**config.mk**
```make
export PLATFORM = sky130hd
export DESIGN_NAME = loadFormat
export DESIGN_NICKNAME = d
export VERILOG_FILES = /design/src/hdl/lsuPkg.sv /design/src/hdl/loadFormat.sv
export SDC_FILE = /design/constraint.sdc
export NUM_CORES = 1
export LEC_CHECK = 0
export ABC_AREA = 1
export BUFFER_PORTS_ARGS = -buffer_cell sky130_fd_sc_hd__buf_2
export CAP_MARGIN = 10
export CORE_MARGIN = 3
export CORE_UTILIZATION = 51
export DETAILED_ROUTE_END_ITERATION = 12
export PLACE_DENSITY = 0.91
export SLEW_MARGIN = 25
export SYNTH_ARGS = -nofsm -noshare
export SYNTH_HDL_FRONTEND = slang
export SYNTH_SLANG_ARGS = --single-unit
```
**constraint.sdc**
```tcl
create_clock -name vclk -period 2.15
set_input_delay 0.3225 -clock vclk [all_inputs]
set_output_delay 0.3225 -clock vclk [all_outputs]
set_load 0.1 [all_outputs]
```
**src/hdl/lsuPkg.sv**
```systemverilog
`default_nettype none

package lsuPkg;

  ////////////////////////////////////////////////////////////
  // Data path widths
  ////////////////////////////////////////////////////////////

  localparam int XLEN   = 32;       // Data word width
  localparam int XBYTES = XLEN / 8; // Byte lanes per word

  localparam int MEM_OP_BITS = 2;   // Opcode field width
  localparam int SIZE_BITS   = 3;   // Size field width, funct3 style

  ////////////////////////////////////////////////////////////
  // Request encodings
  ////////////////////////////////////////////////////////////

  typedef enum logic [MEM_OP_BITS-1:0] {
    opLoad  = 2'b00,
    opStore = 2'b01,
    opLr    = 2'b10,  // Load reserved
    opSc    = 2'b11   // Store conditional
  } memOpT;

  // Bit 2 set means zero extension on loads
  typedef enum logic [SIZE_BITS-1:0] {
    sizeByte  = 3'b000,
    sizeHalf  = 3'b001,
    sizeWord  = 3'b010,
    sizeByteU = 3'b100,
    sizeHalfU = 3'b101
  } sizeT;

  // Reverse byte order of a word, shared by the load and store swappers
  function automatic logic [XLEN-1:0] byteSwap(input logic [XLEN-1:0] w);
    logic [XLEN-1:0] y;
    for (int i = 0; i < XBYTES; i++) begin
      y[8*i +: 8] = w[8*(XBYTES-1-i) +: 8]; // Lane i takes mirrored lane
    end
    return y;
  endfunction

endpackage

`default_nettype wire

```
**src/hdl/loadFormat.sv**
```systemverilog
`default_nettype none
`timescale 1ns/1ns

module loadFormat import lsuPkg::*; (
  input  logic [XLEN-1:0] memReadData,    // Raw DTIM word
  input  sizeT            mSize,
  input  logic [1:0]      mAdr,           // Byte offset within word
  input  logic            mBigEndian,
  output logic [XLEN-1:0] loadData
);

  logic [XLEN-1:0] leWord;                // Word in little-endian order
  logic [7:0]      byteVal;
  logic [15:0]     halfVal;

  ////////////////////////////////////////////////////////////
  // Swap, then pick the addressed lanes
  ////////////////////////////////////////////////////////////

  assign leWord  = mBigEndian ? byteSwap(memReadData) : memReadData;
  assign byteVal = leWord[{mAdr, 3'b000} +: 8];
  assign halfVal = leWord[{mAdr[1], 4'b0000} +: 16];   // Bit 0 ignored, aligned only

  // Sign or zero extension per funct3 size
  always_comb begin
    case (mSize)
      sizeByte: begin
        loadData = {{(XLEN-8){byteVal[7]}}, byteVal};
      end
      sizeByteU: begin
        loadData = {{(XLEN-8){1'b0}}, byteVal};
      end
      sizeHalf: begin
        loadData = {{(XLEN-16){halfVal[15]}}, halfVal};
      end
      sizeHalfU: begin
        loadData = {{(XLEN-16){1'b0}}, halfVal};
      end
      default: begin
        loadData = leWord;                // Word load
      end
    endcase
  end

endmodule

`default_nettype wire

```
==> impl_metrics.py <==
metrics = {
    "yosys": {
        "synth_xor_xnor_area_share": 0,
        "yosysTopAreaCell": "nand2_1",
        "synth_area_leaders": "nand2_1 32%, o21ai_0 13%, nand3_1 11%, nand3_2 8.1%, o211ai_1 6.7%",
        "synth_seq_area_share": 0,
        "yosys.cell_types.count": 21,
        "yosys_warnings": 0,
        "synth.cell_area_um2": 1230,
        "syn_nets": 288,
        "synth_cells": 250,
        "synth_compound_area_frac": 0.227,
        "avgSynthCellArea_um2": 4.91,
        "synthMuxAreaShare": 0,
        "yosys.area_share.simple": 0.616,
        "synth_top_family_by_area": "simple AND/OR/NAND/NOR gates",
        "synth_fa_ha_area_frac": 0,
        "synth_top_cell_area_share": 0.321,
    },
    "final_layout": {
        "num-fill-cells": 104,
        "flops_and_latches": 0,
        "post-route-cell-area_um2": 2050,
        "multi_input_area_um2": 1050,
        "final_cell_mix": "105 x nand2_1, 38 x buf_2, 31 x buf_12",
        "synthToLayoutAreaGrowth_pct": 67.1,
        "final_common_cell": "nand2_1",
        "seq_area_um2": 0,
        "fin_nets": 353,
        "antenna_cells": 0,
        "nClkBuffers": 0,
        "drive_gt1_frac": 0.345,
    },
    "route": {
        "dr.pass1.iters": 6,
        "drtAntennaViolNets": 0,
        "drt_iter0_drc": 177,
        "drt-total-wl_mm": 5.46,
        "routedWlPerCell_um": 16.0,
        "avgViaCountPerCell": 6.04,
        "drc": 0,
        "via_count": 2058,
    },
    "sta": {
        "final-setup-viol-count": 0,
        "worst_slew_pin_slew_ns": 0.524,
        "slew_violations": 0,
        "setup-tns-final_ns": 0,
        "timing.final.crit_share": 1.00,
        "relSlewSlack": 0.647,
        "whs_ns": 1.23,
        "fmax_mhz": 465,
        "hold_viol": 0,
        "finalCriticalPeriod_ns": 2.15,
        "finalWorstSetupSlack_ns": 0.000493,
    },
    "global_routing": {
        "gr-total-overflow": 0,
        "antenna_found_initial": 0,
        "grt_util_all_layers": 0.357,
        "grt_max_degree": 28,
        "grt_pass1_wl_mm": 8.02,
        "grt_pass1_vias": 1751,
    },
    "setup_path": {
        "cp-start-kind": "input port",
        "crit_arrival_ns": 1.83,
        "worstPathMaxFanout": 24,
        "cp-end-kind": "primary output",
        "crit_type": "input port to primary output",
        "crit_required_ns": 1.83,
    },
    "floorplanning": {
        "ios": 70,
        "die-area_um2": 3030,
        "die_y_um": 55.1,
        "dieWidth_um": 55.1,
        "rows": 17,
        "initial_core_util": 0.545,
        "core_area_um2": 2250,
    },
    "placement": {
        "place.port_buffers": 70,
        "pre_cts_ws_ns": 0.0167,
        "hpwl_mm": 4.32,
        "placed_area_um2": 2040,
        "place_congestion": 0.907,
    },
    "pwr": {
        "p_int_mw": 0.354,
        "power_mw": 1.10,
        "combPwrFrac": 1.000,
        "p_sw_frac": 0.677,
        "p_seq_frac": 0,
        "powerDensity_nw_per_um2": 534,
        "switching_power_mw": 0.743,
        "vdd.ir_drop.worst_v": 0.000414,
        "p_leak_nw": 1.15,
        "clkPwrFrac": 0,
    },
    "worst_hold_path": {
        "holdPathStages": 4,
        "min_path_type": "input port to primary output",
    },
    "clock_network": {
        "cts_hold_buf": 0,
    },
    "flow_run": {
        "cap_violations": 0,
    },
    "status": {
        "status": "finished, final reports clean",
    },
}
## Yosys cell counts
library cell	count
buf_1	2
a21oi_1	2
buf_4	1
o21ai_1	1
buf_6	5
clkbuf_1	4
clkinv_1	2
o21ai_2	1
nand2_2	4
nand3_1	27
nand3_2	10
or2_2	12
inv_8	1
and2_4	1
inv_1	18
o211ai_1	11
nor2_1	5
o21ai_0	33
nand2_1	105
a21boi_0	1
buf_2	4
## critical path: stages
cell and delay [ns]:
clkbuf_4 0.19, buf_4 0.23, o21ai_0 0.43, nand2_1 0.12, o211ai_1 0.12, nand3_1 0.18, buf_12 0.22
## per-stage QoR
step                std cells   util
floorplan                 250      -
global placement          341  0.905
detailed placement        341  0.905
CTS                       341  0.905
global route              341  0.911
finish                    341  0.911
## final cells by class
type / count / share of cell area
Multi-Input combinational cell: 213 / 0.509
Timing Repair Buffer: 79 / 0.431
Inverter: 21 / 0.0420
Tap cell: 28 / 0.0171
## cells by family (layout without fill, tap and decap cells)
family                 Yosys count  after routing
buffers and inverters           37            100
AO/OA/AOI/OAI                   49             49
AND/OR/NAND/NOR                164            164
## layer usage
metal / vias up / global-route usage / share of wire / wire length (µm)
met3: 51 / 0.0670 / 0.14 / 771
li1: 940 / - / - / -
met5: - / 0 / 0 / 0
met4: 0 / 0.150 / 0.061 / 332
met2: 203 / 0.600 / 0.46 / 2540
met1: 864 / 0.440 / 0.33 / 1830
## power groups by stage
stage | Sequential [mW] | Clock [mW] | Combinational [mW]
after floorplan | 0 | 0 | 0.692
after global placement | 0 | 0 | 1.05
after detailed placement | 0 | 0 | 1.08
after CTS | 0 | 0 | 1.08
after global routing | 0 | 0 | 1.14
final | 0 | 0 | 1.10
## path summary, 6_finish.rpt
check,to,slack [ns],start
hold / removal,loadData[2],1.23,mSize[1]
setup / recovery,loadData[9],0.0005,mBigEndian
## what timing repair did
item / in CTS / in global routing
endpoints found under the setup margin: 0 / 24
gates resized for setup: 0 / 6
buffers inserted: 0 / 0
Power figures use the tool's default switching activity.
