--- config.mk ---
export PLATFORM = sky130hd
export DESIGN_NAME = storeFormat
export DESIGN_NICKNAME = d
export VERILOG_FILES = /design/src/hdl/lsuPkg.sv /design/src/hdl/storeFormat.sv
export SDC_FILE = /design/constraint.sdc
export NUM_CORES = 1
export LEC_CHECK = 0
export BUFFER_PORTS_ARGS = -buffer_cell sky130_fd_sc_hd__buf_2
export CELL_PAD_IN_SITES_DETAIL_PLACEMENT = 0
export CELL_PAD_IN_SITES_GLOBAL_PLACEMENT = 1
export CORE_AREA = 8 8 51 95
export DETAILED_ROUTE_END_ITERATION = 16
export DIE_AREA = 0 0 59 103
export PLACE_DENSITY_LB_ADDON = 0.15
export RECOVER_POWER = 50
export SYNTH_ARGS = -nofsm -noshare
export SYNTH_HDL_FRONTEND = slang
export SYNTH_SLANG_ARGS = --single-unit
--- constraint.sdc ---
create_clock -name vclk -period 1.1
set_clock_uncertainty 0.15 [all_clocks]
set_input_delay 0.11 -clock vclk [all_inputs]
set_output_delay 0.11 -clock vclk [all_outputs]
set_load 0.05 [all_outputs]
--- src/hdl/lsuPkg.sv ---
`default_nettype none

package lsuPkg;

  ////////////////////////////////////////////////////////////
  // Data path widths
  ////////////////////////////////////////////////////////////

  localparam int XLEN   = 32;       // Data word width
  localparam int XBYTES = XLEN / 8; // Byte lanes per word

  localparam int MEM_OP_BITS = 2;   // Opcode field width
  localparam int SIZE_BITS   = 3;   // Size field width, funct3 style

  ////////////////////////////////////////////////////////////
  // Request encodings
  ////////////////////////////////////////////////////////////

  typedef enum logic [MEM_OP_BITS-1:0] {
    opLoad  = 2'b00,
    opStore = 2'b01,
    opLr    = 2'b10,  // Load reserved
    opSc    = 2'b11   // Store conditional
  } memOpT;

  // Bit 2 set means zero extension on loads
  typedef enum logic [SIZE_BITS-1:0] {
    sizeByte  = 3'b000,
    sizeHalf  = 3'b001,
    sizeWord  = 3'b010,
    sizeByteU = 3'b100,
    sizeHalfU = 3'b101
  } sizeT;

  // Reverse byte order of a word, shared by the load and store swappers
  function automatic logic [XLEN-1:0] byteSwap(input logic [XLEN-1:0] w);
    logic [XLEN-1:0] y;
    for (int i = 0; i < XBYTES; i++) begin
      y[8*i +: 8] = w[8*(XBYTES-1-i) +: 8]; // Lane i takes mirrored lane
    end
    return y;
  endfunction

endpackage

`default_nettype wire

--- src/hdl/storeFormat.sv ---
`default_nettype none
`timescale 1ns/1ns

module storeFormat import lsuPkg::*; (
  input  sizeT              mSize,
  input  logic [1:0]        mAdr,          // Byte offset within word
  input  logic [XLEN-1:0]   mWriteData,
  input  logic              mBigEndian,
  output logic [XLEN-1:0]   memWriteData,
  output logic [XBYTES-1:0] memByteMask
);

  logic [XLEN-1:0]   leData;              // Little-endian lane data
  logic [XBYTES-1:0] leMask;              // Little-endian lane mask

  ////////////////////////////////////////////////////////////
  // Lane replication and mask
  ////////////////////////////////////////////////////////////

  always_comb begin
    case (mSize)
      sizeByte, sizeByteU: begin
        leData = {XBYTES{mWriteData[7:0]}};                 // Byte into every lane
        leMask = {{(XBYTES-1){1'b0}}, 1'b1} << mAdr;
      end
      sizeHalf, sizeHalfU: begin
        leData = {(XBYTES/2){mWriteData[15:0]}};
        leMask = {{(XBYTES-2){1'b0}}, 2'b11} << {mAdr[1], 1'b0}; // Lower or upper half
      end
      default: begin
        leData = mWriteData;              // Full word
        leMask = '1;
      end
    endcase
  end

  ////////////////////////////////////////////////////////////
  // Big-endian swap of data and mask
  ////////////////////////////////////////////////////////////

  always_comb begin
    memWriteData = mBigEndian ? byteSwap(leData) : leData;
    for (int i = 0; i < XBYTES; i++) begin
      // Mirror lane enables to follow the swapped data
      memByteMask[i] = mBigEndian ? leMask[XBYTES-1-i] : leMask[i];
    end
  end

endmodule

`default_nettype wire

==> qor.yml <==
run_status:
  status: "finished with violations"
  failed_checks: "setup timing"
placed_design:
  gp_congestion: 0.8939
  preCtsSetupSlack_ns: -0.5105
  place_hpwl_um: 4266
  io_buffers: 73
  placedCellCount: 281
drt:
  drt-wirelength-per-cell_um: 22.06
  drc: 0
  drtIter0Drc: 41
  via_per_inst: 5.608
  vias: 1632
  ant_nets: 0
  first_pass_iters: 4
  wl_um: 6420
global_route:
  grt_pass1_wl_um: 10030
  grt_antenna_before_repair: 0
  grt_pass1_vias: 1871
  grt_util_all_layers: 0.2097
  grt_max_degree: 13
  grt_overflow: 0
worst_hold_path:
  hp-start: "mWriteData[30]"
  hold_path.class: "primary input to output pin"
  whs_path_depth: 4
  min_to: "memWriteData[6]"
sta:
  finalHoldViolCount: 0
  worst_slack_ns: -0.2389
  max_slew_margin: 0.7207
  finalMaxSlewViolations: 0
  whs_ns: 0.5115
  rsz0062_at_grt: "true"
  setup_viol: 36
  tns_ns: -6.729
  min_period_over_period: 1.217
  max_clock_freq_mhz: 746.9
  tightest_slew_ns: 0.4167
  min_period_ns: 1.339
die:
  start_util: 0.2612
  io_pins: 74
  die_area_um2: 6077
  placeableCoreArea_um2: 3568
  rows: 31
  die_w_um: 59
  die_h_um: 103
setup_path:
  crit_fanout: 5
  worst_path_max_delay_cell: "a211oi_4"
  cp_common_cell: "buf_12"
  worst-path-buf-inv: 4
  critical_path.top_delay_family: "buffers and inverters"
  cp_slowest_stage_delay_ns: 0.21
  critPathCaptureType: "output pin"
  worst_ep_required_time_ns: 0.84
  start_kind: "primary input"
  arrival_ns: 1.08
  critical_path_class: "primary input to output pin"
  worstPathCellList: "buf_12, nor2b_4, clkbuf_16, buf_12, a211oi_4, buf_6"
layout:
  drive_gt1_frac: 0.9339
  seq_cell_count: 0
  clkbuf_count: 0
  seq_area_um2: 0
  final_core_util: 0.8573
  antenna_cells: 0
  fin_nets: 282
  area_growth_pct: 228.2
  nFillCells: 193
  final-instance-count-excl-fill: 291
synth:
  synth_area_um2: 932.1
  seq_area_frac_synth: 0
  yosys.area.top_type: "mux2i_1"
  synth_cell_types: 24
  syn_nets: 175
  synth_area_leaders: "mux2i_1 (17%), a211oi_1 (16%), o22ai_1 (16%), nor3_1 (8.6%), nor2_1 (8.5%)"
  ys.warnings.count: 0
  syn_inst: 137
  synth.top_cell.area_share: 0.1718
  syn_area_per_cell_um2: 6.804
power_and_ir_drop:
  power_leakage_nw: 1.150
  p_per_area_nw_per_um2: 685.0
  vdd_ir_drop_max_mv: 0.4261
job:
  drv_cap: 0
clocking:
  cts_hold_buf: 0
-- cell usage after synthesis (2+ instances only) --
cell type	number
a211oi_1	20
a211oi_2	4
a21oi_1	8
buf_2	4
buf_4	3
buf_6	3
buf_8	3
mux2i_1	16
nand2b_1	2
nor2_1	21
nor3_1	16
o22ai_1	24
xor2_1	2
-- per-stage QoR --
| stage | total power, mW | area (µm²) |
|---|---|---|
| detailed placement | 1.533 | 2079 |
| floorplan | 1.151 | 1523 |
| global route | 2.177 | 3059 |
| CTS | 2.015 | 2924 |
| global placement | 1.509 | 2079 |
| finish | 2.096 | 3059 |
-- power by group --
| group | internal (mW) | leakage (nW) | switching (mW) | total (mW) |
|---|---|---|---|---|
| Sequential | 0 | 0 | 0 | 0 |
| Combinational | 0.886 | 1.15 | 1.21 | 2.10 |
| Clock | 0 | 0 | 0 | 0 |
-- routing by layer --
| metal | GRT usage | vias up | routed length, µm |
|---|---|---|---|
| met1 | 0.2140 | 805 | 2107 |
| met3 | 0.03000 | 22 | 350 |
| li1 | - | 731 | - |
| met5 | 0 | - | 0 |
| met4 | 0.03896 | 0 | 287 |
| met2 | 0.4230 | 74 | 3674 |
-- cell families (layout without fill, tap and decap cells) --
group,Yosys count,after routing,share of synthesized area
AOI/OAI and AO/OA,57,57,0.4282
xor gates and xnor gates,2,2,0.01880
buffers and inverters,16,121,0.1436
muxes,16,16,0.1718
and+or+nand+nor,46,46,0.2376
-- cells in the final DEF, fill, tap and decap left out, types with 7 or more instances in the layout --
cell,n
buf_6,43
buf_2,33
a211oi_4,24
buf_4,22
o22ai_4,15
buf_12,10
nor2_2,9
o22ai_2,9
nor3_2,9
mux2i_1,9
nor3_4,8
buf_8,7
-- repair_timing --
item                                   in CTS  in global routing
endpoints found under the hold margin       0                  0
gates resized for setup                   163                 29
pin swaps                                  22                 25
buffers inserted                            6                  0
setup endpoints to repair                  36                 36
gates cloned                                4                  1
-- worst max path at each step --
stage	startpoint	to	slack, ns	depth (start not counted)
detailed placement	mBigEndian	memWriteData[16]	-0.51	6
finish	mSize[0]	memWriteData[28]	-0.24	6
global route	mSize[0]	memWriteData[28]	-0.27	6
CTS	mBigEndian	memWriteData[7]	-0.24	5
global placement	mBigEndian	memWriteData[17]	-0.44	6
floorplan	mBigEndian	memWriteData[15]	-0.33	6
-- layout make-up --
cell class / count / area (µm²) / area share
inverters: 1 / 6.256 / 0.002045
multi-input cells: 121 / 1739 / 0.5685
well taps: 49 / 61.31 / 0.02004
repair buffers: 120 / 1252 / 0.4094
No activity file was read; power rests on OpenSTA's default activity.
