==> src/hdl/lsuPkg.sv <==
`default_nettype none

package lsuPkg;

  ////////////////////////////////////////////////////////////
  // Data path widths
  ////////////////////////////////////////////////////////////

  localparam int XLEN   = 32;       // Data word width
  localparam int XBYTES = XLEN / 8; // Byte lanes per word

  localparam int MEM_OP_BITS = 2;   // Opcode field width
  localparam int SIZE_BITS   = 3;   // Size field width, funct3 style

  ////////////////////////////////////////////////////////////
  // Request encodings
  ////////////////////////////////////////////////////////////

  typedef enum logic [MEM_OP_BITS-1:0] {
    opLoad  = 2'b00,
    opStore = 2'b01,
    opLr    = 2'b10,  // Load reserved
    opSc    = 2'b11   // Store conditional
  } memOpT;

  // Bit 2 set means zero extension on loads
  typedef enum logic [SIZE_BITS-1:0] {
    sizeByte  = 3'b000,
    sizeHalf  = 3'b001,
    sizeWord  = 3'b010,
    sizeByteU = 3'b100,
    sizeHalfU = 3'b101
  } sizeT;

  // Reverse byte order of a word, shared by the load and store swappers
  function automatic logic [XLEN-1:0] byteSwap(input logic [XLEN-1:0] w);
    logic [XLEN-1:0] y;
    for (int i = 0; i < XBYTES; i++) begin
      y[8*i +: 8] = w[8*(XBYTES-1-i) +: 8]; // Lane i takes mirrored lane
    end
    return y;
  endfunction

endpackage

`default_nettype wire

==> src/hdl/reservation.sv <==
`default_nettype none
`timescale 1ns/1ns

module reservation import lsuPkg::*; #(
  parameter int DTIM_ADDR_BITS = 10
) (
  input  logic                      clk,
  input  logic                      reset,
  input  logic                      mFire,      // M stage retires this edge
  input  memOpT                     mOp,
  input  logic [DTIM_ADDR_BITS-1:0] mAdr,
  input  logic                      misaligned,
  output logic                      scPermit    // SC may write
);

  logic                      resValid;
  logic [DTIM_ADDR_BITS-3:0] resAdr;            // Reserved word address

  ////////////////////////////////////////////////////////////
  // Single reservation, set by LR and cleared by any SC
  ////////////////////////////////////////////////////////////

  always_ff @(posedge clk) begin
    if (reset) begin
      resValid <= 1'b0;
    end else if (mFire && !misaligned) begin
      if (mOp == opLr) begin
        resValid <= 1'b1;
      end else if (mOp == opSc) begin
        resValid <= 1'b0;                       // Pass or fail
      end
    end
  end

  always_ff @(posedge clk) begin
    if (mFire && !misaligned && mOp == opLr) begin
      resAdr <= mAdr[DTIM_ADDR_BITS-1:2];
    end
  end

  // Word match only, byte offset within word is irrelevant
  assign scPermit = (mOp == opSc) & ~misaligned & resValid &
                    (resAdr == mAdr[DTIM_ADDR_BITS-1:2]);

  scNeedsResA: assert property (@(posedge clk) disable iff (reset)
    scPermit |-> resValid);

endmodule

`default_nettype wire

==> config.mk <==
export PLATFORM = sky130hd
export DESIGN_NAME = reservation
export DESIGN_NICKNAME = d
export VERILOG_FILES = /design/src/hdl/lsuPkg.sv /design/src/hdl/reservation.sv
export SDC_FILE = /design/constraint.sdc
export NUM_CORES = 1
export LEC_CHECK = 0
export BUFFER_PORTS_ARGS = -buffer_cell sky130_fd_sc_hd__buf_4
export CAP_MARGIN = 20
export CORE_AREA = 2 2 39 41
export CTS_CLUSTER_DIAMETER = 150
export DETAILED_ROUTE_END_ITERATION = 16
export DIE_AREA = 0 0 41 43
export MAX_ROUTING_LAYER = met4
export PLACE_DENSITY = 0.66
export RECOVER_POWER = 25
export SETUP_SLACK_MARGIN = 0.5
export SLEW_MARGIN = 0
export SYNTH_ARGS = -nofsm -noshare
export SYNTH_HDL_FRONTEND = slang
export SYNTH_SLANG_ARGS = --single-unit
==> constraint.sdc <==
create_clock -name clk -period 1.5 [get_ports clk]
set_input_delay 0.075 -clock clk [delete_from_list [all_inputs] [get_ports clk]]
set_output_delay 0.075 -clock clk [all_outputs]
set_load 0.02 [all_outputs]
==> summary.md <==
| Metric | Value |
|---|---|
| Outcome | finished, final reports clean |
| Mux share of post-synthesis cell area | 0% |
| Setup ws final | around 0.068 ns |
| Met2 Resource Use GR | 16.3% |
| First-pass GRT wire length | 1.17 mm |
| Simple-gate share of the synthesized area | 12.9% |
| GRT Residual Overflow | 0 |
| Post-synthesis register bit count | 9 |
| Routed vias/inst | ~4.2 |
| Root buffer cell | clkbuf_4 |
| Final ANT Viol Nets | 0 |
| Dpl hpwl | 501 µm |
| Highest-delay cell along the critical path | edfxtp_1 |
| Final setup violation count | 0 |
| CP Capture Type | output port |
| Core Footprint | 1380 µm² |
| Net Sw Power | between 0.0001 and 0.00015 W |
| Final Skew | 0 ns |
| RD Place Congestion | 0.589 |
| Fill cells | 150 |
| Final WL | 647 µm |
| Critical path buffers and inverters | 1 |
| Worst-path maximum fanout | 1 |
| Chip Width | 41 µm |
| Num CTS Buffers | 3 |
| IO Pins | 17 |
| TritonRoute pass-1 iters | 3 |
| DRC viols | 0 |
| Row cnt | 14 |
| Seq/Total Area, Yosys | about 67% |
| Clk_lat worst skew | 0.25 ns |
| Die area | between 1500 and 2000 µm² |
| Max Freq | 698 MHz |
| CTS tree | yes |
| Crit path launch type | flip-flop |
| Post-CTS resize count | 0 |
| Fraction of layout cells with a size suffix above 1 | between 30% and 40% |
| Pin count of the biggest net entering global routing | 9 |
| M3 GR Usage | 4.71% |
| IO buf count | 14 |
| Via count | around 260 |
| # diodes | 0 |
| Min Tclk post-route | around 1.4 ns |
| Max transition margin | 78.9% |
| Post-synthesis xor/xnor area fraction | 18.0% |
| Area of the multi-input gates | about 130 µm² |
| Placed cell area | 523 µm² |
| P per Cell Area | 952 nW/µm² |
| CTS clock-pin slew for the worst setup and hold paths | roughly 0.060 ns |
| Critical path class | flip-flop to output port |
| Final instance area | roughly 540 µm² |
| Sequential power share | 54.9% |
| Clock power share | 34.7% |
| Peak supply drop | 0.506 mV |
| Syn_nets | 42 |
| Sequential Area | 260 µm² |
| Post-synthesis compound-gate area fraction | 1.29% |
| Leakage | 0.196 nW |
| Synth Cell Area | around 400 µm² |
| Gr usage total | 10.9% |
| Starting Density | 28.1% |
| DR iter-0 viols | 3 |
| Pre-CTS WS | 0.281 ns |
| Hold WC Path Type | input pin to flip-flop |
| Final slew viol count | 0 |
| Comb pwr share | 10.4% |
| Nets | 62 |
| Adder-cell share of the synthesized area | 0% |
| Initial antenna violation count | 0 |
| Period utilization | between 90% and 100% |
| Cells after Synth | 26 |
| Vias in the first global route | 290 |
| Fin. Hold Viols | 0 |
| Max incr delay on CP | 0.39 ns |
| Top Usage Layer GRT | met2 |
| Sw frac | 19.8% |
| Die height | 43 µm |
| Synth cell types | 13 |
| Critical Path AT | 1.36 ns |
| Per-cell routed wire length | 10.6 µm |
| Worst Tran Pin Value | 0.316 ns |
| RSZ-0062 raised after global routing | true |
| Area Overhead vs Synth | 39.9% |
| TNS Setup | 0 ns |
| CP cell instances | xnor2_1, nand3_1, nor4_4, buf_4 |
| H-tree Lvls | 1 |
| CTS sink cnt | 9 |
| Main combinational cell family by area after synthesis | XOR/XNOR gates |
| Max Root-Sink Buffers | 2 |
| WP data required | 1.42 ns |
| Max-cap viol count | 0 |
| Synthesis Warnings | 0 |
| Met1 Use GR | 11.4% |
| Pint | 0.000416 W |
| CP top delay family | simple AND/OR/NAND/NOR gates |
| Syn Area/Cell | 15.0 µm² |
[cells in the final DEF (no fill, tap or decap)]
cell and instances:
buf_4 10, edfxtp_1 8, xnor2_1 7, clkbuf_1 5
clkbuf_4 3, nand3b_1 1, or2_1 1, inv_1 1
nand3_1 1, nand4_1 1, nand4b_1 1, xor2_1 1
nor4_4 1, nand2_1 1, a21oi_1 1, dlygate4sd3_1 1
dfxtp_1 1
[worst register-to-register path, stage by stage, from the launching register on]
cell and delay, ns:
dfxtp_1 0.32, nand2_1 0.05, a21oi_1 0.12
[synthesized netlist by cell type]
library cell  number  area share, %
edfxtp_1           8             62
xnor2_1            7             16
a21oi_1            1            1.3
dfxtp_1            1            5.1
inv_1              1           0.96
nand2_1            1           0.96
nand3_1            1            1.3
nand3b_1           1            1.9
nand4_1            1            1.6
nand4b_1           1            2.3
nor4_2             1            3.2
or2_1              1            1.6
xor2_1             1            2.3
[power by group through the flow]
stage,sequential (W),clock (W),combinational (W)
2_1_floorplan,0.000289,0,0.0000225
3_3_place_gp,0.000289,0,0.0000553
3_5_place_dp,0.000290,0,0.0000561
4_1_cts,0.000284,0.000190,0.0000589
5_1_grt,0.000285,0.000202,0.0000599
6_report,0.000284,0.000180,0.0000537
[cell families (layout without fill, tap and decap cells)]
| group | Yosys count | after routing |
|---|---|---|
| buffers and inverters | 1 | 20 |
| xor gates and xnor gates | 8 | 8 |
| DFF | 9 | 9 |
| and+or+nand+nor | 7 | 7 |
| AOI/OAI and AO/OA | 1 | 1 |
[area by class of cell]
cell class	count	area share, %
repair buffers	15	18.4
multi-input cells	16	24.6
clock buffers	4	4.83
flip-flops and latches	9	47.8
inverters	1	0.690
well taps	16	3.68
[final timing paths]
kind,depth (start not counted),slack [ns],start,end
min,1,0.02,mAdr[3],resAdr[1]
max reg2reg,2,0.94,resValid,resValid
max,4,0.07,resAdr[3],scPermit
min reg2reg,2,0.45,resValid,resValid
[timing repair]
action                                  CTS  global route
pin swaps                                 3             0
hold buffers                              1             0
buffers inserted                          0             0
hold endpoints to repair                  1             0
endpoints found under the setup margin    1             1
[flip-flops by register name, indices dropped and copies added (netlist names)]
| name | cells |
|---|---|
| resAdr | 8 |
| resValid | 1 |
[routing by layer]
layer	wire length [µm]	part of all wire (%)
met5	0	0
met4	0	0
met3	31	4.8
met2	358	55
met1	257	40
[per-stage QoR]
stage / total power, W / util (%) / std cells / hold WS, ns
after floorplan: 0.000312 / - / 26 / 0.144
after global placement: 0.000345 / 37.8 / 56 / 0.233
after detailed placement: 0.000346 / 37.8 / 56 / 0.237
after CTS: 0.000533 / 40.4 / 61 / 0.00280
after global routing: 0.000547 / 39.3 / 61 / 0.00702
final: 0.000518 / 39.3 / 61 / 0.0158
Note: power is estimated with default switching activity, not from simulation.
