$ cat config.mk
export PLATFORM = sky130hd
export DESIGN_NAME = lsuPipeline
export DESIGN_NICKNAME = d
export VERILOG_FILES = /design/src/hdl/lsuPkg.sv /design/src/hdl/lsuPipeline.sv
export SDC_FILE = /design/constraint.sdc
export NUM_CORES = 1
export LEC_CHECK = 0
export BUFFER_PORTS_ARGS = -buffer_cell sky130_fd_sc_hd__buf_2
export CORE_UTILIZATION = 30
export CTS_CLUSTER_SIZE = 10
export DETAILED_ROUTE_END_ITERATION = 6
export PLACE_DENSITY = 0.67
export SLEW_MARGIN = 20
export SYNTH_ARGS = -nofsm -noshare
export SYNTH_HDL_FRONTEND = slang
export SYNTH_SLANG_ARGS = --single-unit
$ cat constraint.sdc
create_clock -name clk -period 3.75 [get_ports clk]
set_clock_uncertainty 0.05 [all_clocks]
set_input_delay 0.75 -clock clk [delete_from_list [all_inputs] [get_ports clk]]
set_output_delay 0.75 -clock clk [all_outputs]
set_load 0.02 [all_outputs]
$ cat src/hdl/lsuPkg.sv
`default_nettype none

package lsuPkg;

  ////////////////////////////////////////////////////////////
  // Data path widths
  ////////////////////////////////////////////////////////////

  localparam int XLEN   = 32;       // Data word width
  localparam int XBYTES = XLEN / 8; // Byte lanes per word

  localparam int MEM_OP_BITS = 2;   // Opcode field width
  localparam int SIZE_BITS   = 3;   // Size field width, funct3 style

  ////////////////////////////////////////////////////////////
  // Request encodings
  ////////////////////////////////////////////////////////////

  typedef enum logic [MEM_OP_BITS-1:0] {
    opLoad  = 2'b00,
    opStore = 2'b01,
    opLr    = 2'b10,  // Load reserved
    opSc    = 2'b11   // Store conditional
  } memOpT;

  // Bit 2 set means zero extension on loads
  typedef enum logic [SIZE_BITS-1:0] {
    sizeByte  = 3'b000,
    sizeHalf  = 3'b001,
    sizeWord  = 3'b010,
    sizeByteU = 3'b100,
    sizeHalfU = 3'b101
  } sizeT;

  // Reverse byte order of a word, shared by the load and store swappers
  function automatic logic [XLEN-1:0] byteSwap(input logic [XLEN-1:0] w);
    logic [XLEN-1:0] y;
    for (int i = 0; i < XBYTES; i++) begin
      y[8*i +: 8] = w[8*(XBYTES-1-i) +: 8]; // Lane i takes mirrored lane
    end
    return y;
  endfunction

endpackage

`default_nettype wire

$ cat src/hdl/lsuPipeline.sv
`default_nettype none
`timescale 1ns/1ns

module lsuPipeline import lsuPkg::*; #(
  parameter int DTIM_ADDR_BITS = 10
) (
  input  logic                      clk,
  input  logic                      reset,
  input  logic                      reqValid,
  output logic                      reqReady,
  input  memOpT                     reqOp,
  input  sizeT                      reqSize,
  input  logic [XLEN-1:0]           reqAdr,        // Upper bits beyond DTIM ignored
  input  logic [XLEN-1:0]           reqWriteData,
  input  logic                      reqBigEndian,
  output logic                      respValid,
  input  logic                      respReady,
  output logic [XLEN-1:0]           respReadData,
  output logic                      respLoadMisaligned,
  output logic                      respStoreMisaligned,
  output logic                      respScFail,
  input  logic                      scPermit,      // From reservation
  input  logic [XLEN-1:0]           loadData,      // From loadFormat
  output logic                      memReadEn,
  output logic [DTIM_ADDR_BITS-3:0] memAdr,
  output logic                      memWriteEn,
  output memOpT                     mOp,
  output sizeT                      mSize,
  output logic [DTIM_ADDR_BITS-1:0] mAdr,
  output logic [XLEN-1:0]           mWriteData,
  output logic                      mBigEndian,
  output logic                      mFire,         // M moves into W this cycle
  output logic                      misaligned     // M access misaligned
);

  logic mValid;
  logic reqAccept;
  logic mIsLoad;   // Load or LR in M
  logic mWrites;   // M op would write if aligned

  ////////////////////////////////////////////////////////////
  // Handshake and stage control
  ////////////////////////////////////////////////////////////

  assign mFire     = mValid & (~respValid | respReady);   // W free or draining
  assign reqReady  = (~mValid | mFire) & ~memWriteEn;      // DTIM port busy on write
  assign reqAccept = reqValid & reqReady;

  assign memReadEn = reqAccept & (reqOp == opLoad || reqOp == opLr); // Read in E
  assign mIsLoad   = (mOp == opLoad) || (mOp == opLr);
  assign mWrites   = (mOp == opStore) || (mOp == opSc && scPermit);
  assign memWriteEn = mFire & mWrites & ~misaligned;       // Write once as M leaves

  // Write uses the M address, otherwise the incoming E address
  assign memAdr = memWriteEn ? mAdr[DTIM_ADDR_BITS-1:2] : reqAdr[DTIM_ADDR_BITS-1:2];

  // Halfword on odd byte, word off a 4-byte boundary
  always_comb begin
    case (mSize)
      sizeHalf, sizeHalfU: misaligned = mAdr[0];
      sizeWord:            misaligned = |mAdr[1:0];
      default:             misaligned = 1'b0;
    endcase
  end

  ////////////////////////////////////////////////////////////
  // M stage register
  ////////////////////////////////////////////////////////////

  always_ff @(posedge clk) begin
    if (reset) begin
      mValid <= 1'b0;
    end else if (reqAccept) begin
      mValid <= 1'b1;
    end else if (mFire) begin
      mValid <= 1'b0;                                      // Drained with nothing behind
    end
  end

  always_ff @(posedge clk) begin
    if (reqAccept) begin
      mOp        <= reqOp;
      mSize      <= reqSize;
      mAdr       <= reqAdr[DTIM_ADDR_BITS-1:0];
      mWriteData <= reqWriteData;
      mBigEndian <= reqBigEndian;
    end
  end

  ////////////////////////////////////////////////////////////
  // W stage register, drives the response port
  ////////////////////////////////////////////////////////////

  always_ff @(posedge clk) begin
    if (reset) begin
      respValid <= 1'b0;
    end else if (mFire) begin
      respValid <= 1'b1;
    end else if (respReady) begin
      respValid <= 1'b0;                                   // Consumed, nothing new
    end
  end

  always_ff @(posedge clk) begin
    if (mFire) begin
      respReadData        <= (mIsLoad && !misaligned) ? loadData : '0;
      respLoadMisaligned  <= misaligned & mIsLoad;
      respStoreMisaligned <= misaligned & ~mIsLoad;        // Store and SC side
      respScFail          <= (mOp == opSc) & ~scPermit;
    end
  end

  // Response must not change while the consumer stalls
  respHoldA: assert property (@(posedge clk) disable iff (reset)
    respValid && !respReady |=> respValid && $stable(respReadData) &&
      $stable({respLoadMisaligned, respStoreMisaligned, respScFail}));

  // Single DTIM port, never read and write together
  portExclA: assert property (@(posedge clk) disable iff (reset)
    !(memWriteEn && memReadEn));

endmodule

`default_nettype wire

==> results of run 1 <==
critical path, stage by stage:
cell,delay (ps)
buf_2,80
nor2b_1,90
nand4b_1,240
nor2_2,560
mux2_2,400
buf_2,160
power groups by stage:
| stage | Combinational (uW) | Clock (uW) | Sequential, uW |
|---|---|---|---|
| 4_1_cts | 259 | 648 | 1130 |
| 6_report | 254 | 626 | 1130 |
| 2_1_floorplan | 70.6 | 0 | 1220 |
| 3_5_place_dp | 259 | 0 | 1150 |
| 5_1_grt | 276 | 682 | 1140 |
| 3_3_place_gp | 257 | 0 | 1150 |
kinds of logic after synthesis:
| logic type | share of synthesized area |
|---|---|
| buffers and inverters | 0.00995 |
| AOI/OAI and AO/OA | 0.0141 |
| DFF | 0.839 |
| and+or+nand+nor | 0.0999 |
| muxes | 0.0373 |
per-stage QoR:
step,hold slack [ps],instance area (sq um)
after detailed placement,486,4090
after global routing,495,4280
after global placement,473,4090
after floorplan,438,3020
final,498,4280
after CTS,499,4280
final timing paths:
check	startpoint	to	slack [ps]	cells past startpoint
worst max register to register	mSize[0]	mWriteData[9]	1200	4
worst max-delay path	respReady	memAdr[0]	680	6
worst min-delay path	mValid	respValid	500	2
worst min register to register	mValid	respValid	500	2
layout by cell type, fill, tap and decap left out, drive strengths merged:
master and instances:
mux2 8, bufinv 1, nand2 1, nor2b 2
clkbuf 14, and2 34, nand4b 1, buf 183
and3b 1, a21oi 2, nor2 6, inv 2
nand3b 1, o21ai 1, and4bb 1, edfxtp 83
dfxtp 2, nand2b 1, clkinv 1, o41ai 1
cell usage after synthesis (all sizes together):
cell type   n
edfxtp     83
and2       34
mux2        8
nor2        6
clkbuf      3
a21oi       2
dfxtp       2
inv         2
nor2b       2
and3b       1
and4bb      1
buf         1
nand2       1
nand2b      1
nand3b      1
nand4b      1
o21ai       1
o41ai       1
registers in the layout, indices dropped and copies added (netlist names), 2 cells and up:
register      flops
respReadData     32
mOp               2
mSize             3
mAdr             10
mWriteData       32
final cells by class:
type / instances / area, sq um
Tap cell: 133 / 166
Inverter: 2 / 7.51
Fill cell: 916 / 5500
Clock inverter: 2 / 35.0
Timing Repair Buffer: 183 / 921
Sequential cell: 85 / 2530
Multi-Input combinational cell: 60 / 464
Clock buffer: 14 / 153
layer usage:
metal,global-route usage,vias to the layer above
met5,0,-
met3,0.0595,11
met1,0.122,895
li1,-,937
met4,0.0791,0
met2,0.180,133
==> flow_results.org, run 1 <==
** STA
- The count of endpoints failing hold in the final timing report is 0.
- Setup TNS :: 0 ps
- Setup violations remaining at the end of the flow were counted as 0.
- The worst pin sits at a relative slew slack of 0.358.
- Setup repair after global routing left no endpoint under its margin.
- Measured slew at the worst slew-check pin :: 961 ps
- The final-report max-slew violation count came to 0.
- Fmax :: 326 MHz
- Setup slack on the critical path of the routed design comes to 682 ps.
- Post-layout min period :: 3070 ps
- In the finished design, the share of the clock period the worst path needs comes to 0.818.

** Clock network
- The number of hold buffers added after CTS was 0.
- Post-CTS setup buffer count :: 0
- Clock network latency to the later pin of the worst-skew pair :: 340 ps
- Clock H-tree levels :: 3
- Number of gates resized after CTS :: 0
- Clock tree from TritonCTS :: done
- Clock buffer count from CTS :: 9
- Root buffer cell :: clkbuf_8
- In this run the deepest clock path goes through 2 buffers.
- Clock-pin slew was measured on the worst setup and hold paths at 80 ps.
- The tree built by TritonCTS fans out to 85 sinks.

** Cells and area
- Post-Layout Cell Count :: 479
- Fraction of layout cells with a size suffix above 1 :: 0.607
- The repair_antennas step left the layout with diodes totalling 0.
- Relative to the synthesized area, the layout overhead comes to 41.7%.
- The net count of the finished layout is 448.
- Once layout is complete, the utilization of the core stands at 0.438.

** Pwr
- Sequential share of power :: 0.562
- Combinational share of power :: 0.127
- Of the total power, the share spent switching nets is 0.235.
- Power density relative to cell area :: 469 mW/mm^2
- The analysis attributes to net switching a power of 473 uW.
- The share of total power dissipated in the clock network is 0.312.
- Final Total Pwr :: 2010 uW
- Total internal power :: 1540 uW
- Max VDD drop :: 205 uV
- Static Leak :: 0.00184 uW

** Hold path
- The worst hold path belongs to the class reg -> reg.

** Placed design
- OpenSTA, run right after detailed placement, puts the worst setup slack at 674 ps.
- Detailed placement ended at an HPWL of 4.62 mm.
- Final Wtd Congestion :: 0.666
- The count of buffers added on input and output ports is 181.
- Post-Place Cells :: 463

** Floorplan
- The core region is 0.00977 sq mm.
- Effective utilization at floorplan :: 0.309
- Die height :: 102 um
- The initialized floorplan defines 36 standard-cell rows.
- Width of the die :: 102 um
- The die covers 0.0105 sq mm.
- Total I/O pin count :: 204

** Setup path
- Type of origin of the critical path :: input port
- STA classifies the critical path endpoint as an output pin.
- Worst-path fanout max :: 12
- Data on the critical path is required at its endpoint by 2950 ps.
- Data arrival time of the critical path :: 2270 ps
- Critical path class :: in -> out

** Outcome
- Run status :: complete, no violations

** Global route
- The first global-routing pass estimated 8.74 mm of wire.
- The number of global-route vias before repair came to 1892.
- Across every metal layer, demand over resource in global routing totals 0.115.
- Maximum number of pins on one net before global-route repair :: 49
- Number of antenna violations at the first check in global routing :: 0
- After global routing the overflow that remains totals 0.

** Routing
- The routed design has 6.21 mm of wire.
- In the final routed layout, each cell accounts on average for 13.0 um.
- Routed met1 length :: 2.46 mm
- Highest Signal Layer :: met4
- The first detailed-routing pass took 4 iterations.
- In the routed design, unresolved DRC markers number 0.
- For this block, the via count after detailed routing is 1976.
- Starting DRC count in detailed routing :: 43
- Sum of met2 wire segment lengths after detailed routing :: 2.83 mm
- Summed over all nets, wire length on met3 after detailed routing comes to 782 um.
- In the routed layout, each cell is associated on average with a via count of 4.13.
- Number of nets with antenna violations after routing :: 0

** Synthesis
- Nets in the synthesized netlist :: 258
- The share of synthesized area in the top cell type comes to 0.826.
- Distinct cell type count after synthesis :: 21
- Counting flops and latches in the post-synthesis netlist gives 85.
- After synthesis, the mean cell area works out to 20.0 sq um.
- Main area contributors after synthesis :: edfxtp_1 (83%), and2_1 (6.6%), mux2_4 (3.0%), dfxtp_1 (1.3%), o41ai_4 (0.91%)
- For this run, the number of Yosys warnings is 0.
- Share of the yosys chip area belonging to registers :: 0.839
- Netlist area before placement :: 0.00302 sq mm
- Dominant cell type by area after synthesis :: edfxtp_1
- Counting every instance in the synthesized netlist gives 151.

** Run
- Max Cap Viol :: 0
Note: power is estimated with default switching activity, not from simulation.
==> run 2: changes to the inputs <==
ABC_AREA = 1   (was not set)
PLACE_DENSITY = 0.69   (was 0.67)
clock period = 2.7 ns   (was 3.75 ns; I/O delays follow)
==> flow_results.org, run 2 <==
** Hold path
- The worst-case hold path end point is respValid (unchanged).
- Worst min-delay path category :: in -> reg (was reg -> reg)
- Instance count along the most critical hold path :: 2 (unchanged)
- The start point of the worst hold path is reset (was mValid).

** Setup path
- The startpoint of the worst-slack reg-to-reg timing path is mSize[1] (was mSize[0]).
- The maximum fanout encountered on the critical timing path came to 11 (was 12).
- Worst reg2reg path endpoint :: mWriteData[5] (was mWriteData[9])
- The worst endpoint required time is 2110 ps (was 2950 ps).
- Type of origin of the critical path :: register (was input port)
- The worst setup path startpoint was mAdr[0] (was respReady).
- Nature of the critical path endpoint :: output pin (unchanged)
- The critical path class is reg -> out (was in -> out).
- Reg2reg path depth :: 8 (was 4)
- Data arrival time of the critical path :: 1830 ps (was 2270 ps)
- The worst setup slack for register-to-register paths came to 870 ps (was 1200 ps).

** Cells and area
- Area growth, synth to finish :: 40.8% (was 41.7%)
- The final antenna diode count is 0 (unchanged).
- Most frequent cells in the layout: buf_2 (181), edfxtp_1 (83), inv_1 (41) (was buf_2 (181), edfxtp_1 (83), and2_1 (32)).
- Number of fillers in the final layout :: 959 (was 916)
- Registers with the highest flip-flop counts: mWriteData x32, respReadData x32, mAdr x10 (unchanged).
- Commonest non-fill, non-tap cell in the layout :: buf_2 (unchanged)
- The total number of nets in the final design is 506 (was 448).
- The register cell area after layout came to 0.00253 sq mm (unchanged).
- The area occupied by multi-input gates was 314 sq um (was 464 sq um).
- Fraction of layout cells with a size suffix above 1 :: 0.500 (was 0.607)

** STA
- Measured slew at the worst slew-check pin :: 581 ps (was 961 ps)
- Dividing the final minimum period by the clock period gives 0.895.
- Endpoints failing setup :: 0 (unchanged)
- Crit path setup slack, layout :: 283 ps (was 682 ps)
- The count of endpoints failing hold in the final timing report was 0 (unchanged).
- The post-route setup TNS came to 0 ps (unchanged).
- Max Slew Vio Count :: 0 (unchanged)
- Post-layout min period :: 2420 ps
- The worst hold slack after final layout was 306 ps (was 498 ps).
- Based on the critical path, the design can be clocked at up to 414 MHz.
- Setup repair after global routing missed its margin: false (unchanged).
- The worst slew margin relative to its limit came to 0.612 (was 0.358).

** Routing
- Number of nets with antenna violations after routing :: 0 (unchanged)
- Vias :: 2149 (was 1976)
- The sum of routed wire length over all layers came to 6.40 mm (was 6.21 mm).
- Routed wire per std cell :: 11.9 um (was 13.0 um)
- The number of detailed-route iterations in the first pass was 4 (unchanged).
- The residual DRC count is 0 (unchanged).
- Starting DRC count in detailed routing :: 20 (was 43)
- The average via count per standard cell was 4.00 (was 4.13).

** Synthesis
- Main area contributors after synthesis: edfxtp_1 (82%), inv_1 (5.2%), nor2_1 (4.8%), nand2_1 (3.3%), buf_6 (1.5%) (was edfxtp_1 (83%), and2_1 (6.6%), mux2_4 (3.0%), dfxtp_1 (1.3%), o41ai_4 (0.91%)).
- Dominant synthesized flop cell :: edfxtp_1 (unchanged)
- Cell types with the highest counts after synthesis :: edfxtp_1 (83), inv_1 (42), nor2_1 (39) (was edfxtp_1 (83), and2_1 (32), mux2_4 (6))
- The number of distinct library cell variants in the gate-level netlist after synthesis was 15 (was 21).
- Adder-cell share of the synthesized area :: 0 (unchanged)
- The net count after synthesis is 316 (was 258).
- The number of flip-flops and latches in the synthesized netlist was 85 (unchanged).
- Dominant cell type by area after synthesis :: edfxtp_1 (unchanged)
- Largest family of logic cells by synthesized area :: simple AND/OR/NAND/NOR gates (unchanged)
- Yosys warns :: 0 (unchanged)
- Area fraction in compound gates after synthesis :: 0.00615 (was 0.0141)
- Synthesized-area fraction occupied by and/or/nand/nor cells :: 0.0967 (was 0.0999)
- Synthesized-area fraction occupied by xor and xnor cells :: 0 (unchanged)
- Syn avg cell area :: 14.6 sq um (was 20.0 sq um)
- Share of the yosys chip area belonging to registers :: 0.830 (was 0.839)
- Proportion of synthesized flip-flops having asynchronous set or reset :: 0 (unchanged)
- Netlist area before placement :: 0.00305 sq mm (was 0.00302 sq mm)
- Share of Yosys cell area claimed by the top area cell type :: 0.816 (was 0.826)
- The library cell with the highest instance count after synthesis is edfxtp_1 (unchanged).
- Share of synthesized area spent on multiplexers :: 0 (was 0.0373)
- The number of instances in the synthesized netlist is 209 (was 151).
- Number of enable-type register cells in the synthesized netlist :: 83 (unchanged)

** Floorplan
- Effective utilization at floorplan :: 0.311 (was 0.309)
- DIE AREA :: 0.0106 sq mm (was 0.0105 sq mm)
- The number of top-level pins was 204 (unchanged).
- The placeable core area is 0.00982 sq mm (was 0.00977 sq mm).
- Width of the die :: 103 um (was 102 um)
- The chip height is 103 um (was 102 um).
- Row count :: 36 (unchanged)

** Clock network
- The root buffer cell is clkbuf_8 (unchanged).
- Maximum buffer depth of the clock tree :: 2 (unchanged)
- CTS sink count :: 85 (unchanged)
- Clock Pin Slew Worst Setup and Hold Paths :: 90 ps (was 80 ps)
- The number of buffers inserted during clock tree synthesis is 9 (unchanged).
- The worst-skew pair later-pin latency was 340 ps (about the same).
- The number of buffers inserted for hold repair after clock tree synthesis was 0 (unchanged).
- The buffers inserted during post-CTS setup optimization is 0 (unchanged).
- Clock tree from TritonCTS :: done (unchanged)
- The count of cells resized by post-cts repair is 0 (unchanged).
- The number of levels in the clock H-tree came to 3 (unchanged).

** Global route
- The initial antenna violation count is 0 (unchanged).
- The residual overflow from global routing came to 0 (unchanged).
- Maximum number of pins on one net before global-route repair :: 49 (unchanged)
- The overall fraction of global-route tracks in use came to 0.117 (was 0.115).
- Vias in the first global route :: 1955 (was 1892)
- The global-route wire length before repair is 8.93 mm (was 8.74 mm).

** Placed design
- The worst-case setup slack after placement is 474 ps (was 674 ps).
- PortBufs :: 181 (unchanged)
- The weighted congestion at the end of routability-driven global placement came to 0.744 (was 0.666).
- Detail Placement HPWL :: 4.82 mm (was 4.62 mm)

** Run
- The number of max-capacitance violations reported is 0 (unchanged).

** Pwr
- Static Leak :: 0.00205 uW (was 0.00184 uW)
- Max VDD drop :: 308 uV (was 205 uV)
- The power per standard cell area is 648 mW/mm^2 (was 469 mW/mm^2).

** Outcome
- Run status: complete, no violations (unchanged).
==> run 2: changes by cell type after synthesis, moves of 3 or more <==
| cell | previous run | this run |
|---|---|---|
| buf_6 | 1 | 4 |
| mux2_4 | 6 | 0 |
| nor2_1 | 5 | 39 |
| clkbuf_1 | 3 | 0 |
| inv_1 | 2 | 42 |
| nand2_2 | 0 | 3 |
| and2_1 | 32 | 0 |
| nand2_1 | 1 | 27 |
==> run 2: per-layer routing <==
metal	vias to the layer above	global-route usage	share of wire	wire length, um
met3	9	0.0475	0.11	721
met1	950	0.120	0.39	2510
met2	131	0.195	0.47	3030
li1	1059	-	-	-
met5	-	0	0	0
met4	0	0.0813	0.022	138
==> run 2: cells by family (layout without fill, tap and decap cells) <==
kind of cell           Yosys count  after routing
DFF                             85             85
and+or+nand+nor                 74             74
buffers and inverters           47            242
AOI/OAI and AO/OA                3              3
==> run 2: layout make-up <==
type / instances / area share
well taps: 133 / 0.0387
multi-input cells: 77 / 0.0731
repair buffers: 183 / 0.217
flip-flops and latches: 85 / 0.589
inverters: 43 / 0.0376
clock inverters: 7 / 0.0154
clock buffers: 9 / 0.0288
==> run 2: worst max-delay path: stages, from the launching register on <==
cell and delay (ps):
edfxtp_1 430, or2_1 240, nand2_2 130, nand2_2 180
inv_2 210, nand2_1 70, nand2_1 70, buf_2 160
==> run 2: stage by stage <==
stage,power (uW),utilization,instances,cell area [sq um]
6_report,2780,0.438,537,4300
5_1_grt,2910,0.438,537,4300
4_1_cts,2830,0.438,537,4300
3_5_place_dp,1960,0.418,521,4110
3_3_place_gp,1950,0.418,521,4110
2_1_floorplan,1800,-,209,3050
==> run 2: worst max-delay path by stage <==
stage / endpoint / slack [ps] / cells after the start
2_1_floorplan: mAdr[0] / 210 / 8
3_3_place_gp: memAdr[6] / 480 / 10
3_5_place_dp: memAdr[6] / 470 / 10
4_1_cts: memAdr[6] / 210 / 7
5_1_grt: memAdr[6] / 140 / 7
6_report: memAdr[6] / 280 / 7
==> run 2: power breakdown <==
part           total [uW]  internal (uW)  leakage, uW  switching [uW]
Sequential           1560           1540     0.000817            21.8
Clock                 858            421    0.0000919             437
Combinational         362            125      0.00114             237
==> run 3: changes to the inputs <==
ABC_AREA = not set   (was 1)
SLEW_MARGIN = not set   (was 20)
==> flow_results.org, run 3 (synthesized netlist as in run 1, its figures left out) <==
** Floorplan
- The placeable core area was 0.00977 sq mm (was 0.00982 sq mm).
- Effective utilization at floorplan :: 0.309 (was 0.311)
- The overall die area is 0.0105 sq mm (was 0.0106 sq mm).
- Row count :: 36 (unchanged)
- Total I/O pin count :: 204 (unchanged)
- Die height :: 102 um (was 103 um)
- The horizontal die dimension is 102 um (was 103 um).

** Cells and area
- Most frequent cells in the layout: buf_2 (181), edfxtp_1 (83), and2_1 (32) (was buf_2 (181), edfxtp_1 (83), inv_1 (41)).
- Register area :: 0.00253 sq mm (unchanged)
- The area occupied by multi-input gates is 469 sq um (was 314 sq um).
- The non-filler instance count after layout was 481 (was 537).
- Registers with the highest flip-flop counts: mWriteData x32, respReadData x32, mAdr x10 (unchanged).
- Diodes inserted :: 0 (unchanged)
- Commonest non-fill, non-tap cell in the layout :: buf_2 (unchanged)
- Total number of nets in the final design :: 451 (was 506)
- The ratio of cells with drive above 1 in the final layout was 0.615 (was 0.500).
- Area growth, synth to finish :: 42.8% (was 40.8%)
- The fill cell instance count of the final layout is 877 (was 959).

** STA
- The count of endpoints failing hold in the final timing report came to 0 (unchanged).
- Fmax :: 388 MHz (was 414 MHz)
- Measured slew at the worst slew-check pin :: 421 ps (was 581 ps)
- Final clock period utilization by the worst path :: 0.954 (was 0.895)
- The post-route setup TNS is 0 ps (unchanged).
- Endpoints failing setup :: 0 (unchanged)
- Post-layout min period :: 2580 ps (was 2420 ps)
- Setup repair after global routing missed its margin :: false (unchanged)
- Max Slew Vio Count :: 0 (unchanged)
- Worst hold slack :: 315 ps (was 306 ps)
- The worst slew margin relative to its limit was 0.718 (was 0.612).

** Clock network
- The number of levels in the clock H-tree was 3 (unchanged).
- The buffers inserted during post-CTS setup optimization is 0 (unchanged).
- Root buffer cell :: clkbuf_8 (unchanged)
- Clock buffer count from CTS :: 9 (unchanged)
- The worst-case clock buffer depth came to 2 (unchanged).
- CTS hold repair buffers :: 0 (unchanged)
- The clock slew seen by the registers of the worst setup and hold paths is 90 ps (about the same).
- The worst-skew pair later-pin latency came to 340 ps (about the same).
- CTS sink count :: 85 (unchanged)
- The count of cells resized by post-cts repair came to 1 (was 0).
- The TritonCTS clock tree is done (unchanged).

** Pwr
- Static Leak :: 0.00186 uW (was 0.00205 uW)
- Final Total Pwr :: 2770 uW (was 2780 uW)
- Max VDD drop :: 292 uV (was 308 uV)
- The power per standard cell area was 642 mW/mm^2 (was 648 mW/mm^2).

** Setup path
- The critical path class was reg -> out (unchanged).
- The critical path data arrival time is 1990 ps (was 1830 ps).
- Cell at the slowest stage of the critical path :: o41ai_4 (was edfxtp_1)
- The maximum fanout encountered on the critical timing path was 12 (was 11).
- Data required time of the critical path :: 2110 ps (about the same)
- The nature of the critical path endpoint is an output pin (unchanged).
- The type of element launching the critical path was a register (unchanged).
- The maximum cell stage delay along the critical path is 520 ps (was 430 ps).
- Critical-path cell list: o41ai_4, nor2_4, mux2_4, buf_2 (was or2_1, nand2_2, nand2_2, inv_2, nand2_1, nand2_1, buf_2).

** Routing
- The vias after detailed routing came to 1980 (was 2149).
- The average via count per standard cell was 4.12 (was 4.00).
- The per-cell routed wire length was 13.1 um (was 11.9 um).
- Number of nets with antenna violations after routing :: 0 (unchanged)
- The number of detailed-route iterations in the first pass is 4 (unchanged).
- Total Routed Length :: 6.30 mm (was 6.40 mm)
- The count of routing violations after the opening detailed-route iteration is 31 (was 20).
- The residual DRC count is 0 (unchanged).

** Run
- The number of max-capacitance violations reported was 0 (unchanged).

** Global route
- The global-route wire length before repair came to 9.02 mm (was 8.93 mm).
- Vias in the first global route :: 1945 (was 1955)
- The initial antenna violation count was 0 (unchanged).
- The residual overflow from global routing is 0 (unchanged).
- Overall Global Routing Usage :: 0.119 (was 0.117)
- Maximum number of pins on one net before global-route repair :: 49 (unchanged)

** Placed design
- Post-Place Cells :: 466 (was 521)
- The weighted congestion at the end of routability-driven global placement is 0.741 (was 0.744).
- PortBufs :: 181 (unchanged)
- The post-DP HPWL came to 4.73 mm (was 4.82 mm).

** Outcome
- Run status :: complete, no violations (unchanged)

** Hold path
- The class of the tightest hold or removal check was in -> reg (unchanged).
## run 3: worst max-delay path: cells and delay by family, from the launching register on
family	cells	cell delay, ps
mux	1	330
flops	1	460
simple gates	1	170
compound gates	1	520
buf+inv	1	160
## run 3: final timing paths
check,depth (start not counted),endpoint,start,slack (ps)
max reg2reg,4,mSize[0],mSize[0],610
max,4,memAdr[1],mSize[0],120
min reg2reg,2,mValid,mValid,500
min,1,mWriteData[23],reqWriteData[23],310
## run 3: area by class of cell
cell class                      count  share of cell area
Clock buffer                        9              0.0287
Multi-Input combinational cell     60               0.109
Clock inverter                      6              0.0128
Sequential cell                    85               0.588
Tap cell                          133              0.0386
Inverter                            2             0.00174
Timing Repair Buffer              186               0.222
## run 3: per-layer routing
| layer | vias up | track usage | share of wire | wire (um) |
|---|---|---|---|---|
| met5 | - | 0 | 0 | 0 |
| met4 | 0 | 0.0692 | 0.021 | 130 |
| met3 | 9 | 0.0602 | 0.13 | 804 |
| met2 | 141 | 0.191 | 0.46 | 2880 |
| met1 | 887 | 0.125 | 0.39 | 2490 |
| li1 | 943 | - | - | - |
## run 3: metrics by stage
step	utilization	instance area, sq um	setup slack [ps]
after floorplan	-	3020	43.3
after global placement	0.422	4130	114
after detailed placement	0.422	4130	137
after CTS	0.441	4310	27.4
after global routing	0.441	4310	7.73
final	0.441	4310	125
## run 3: where the power goes
part / leakage [uW] / internal, uW / switching [uW]
combinational: 0.000954 / 143 / 222
clock: 0.0000899 / 413 / 423
sequential: 0.000813 / 1540 / 23.5
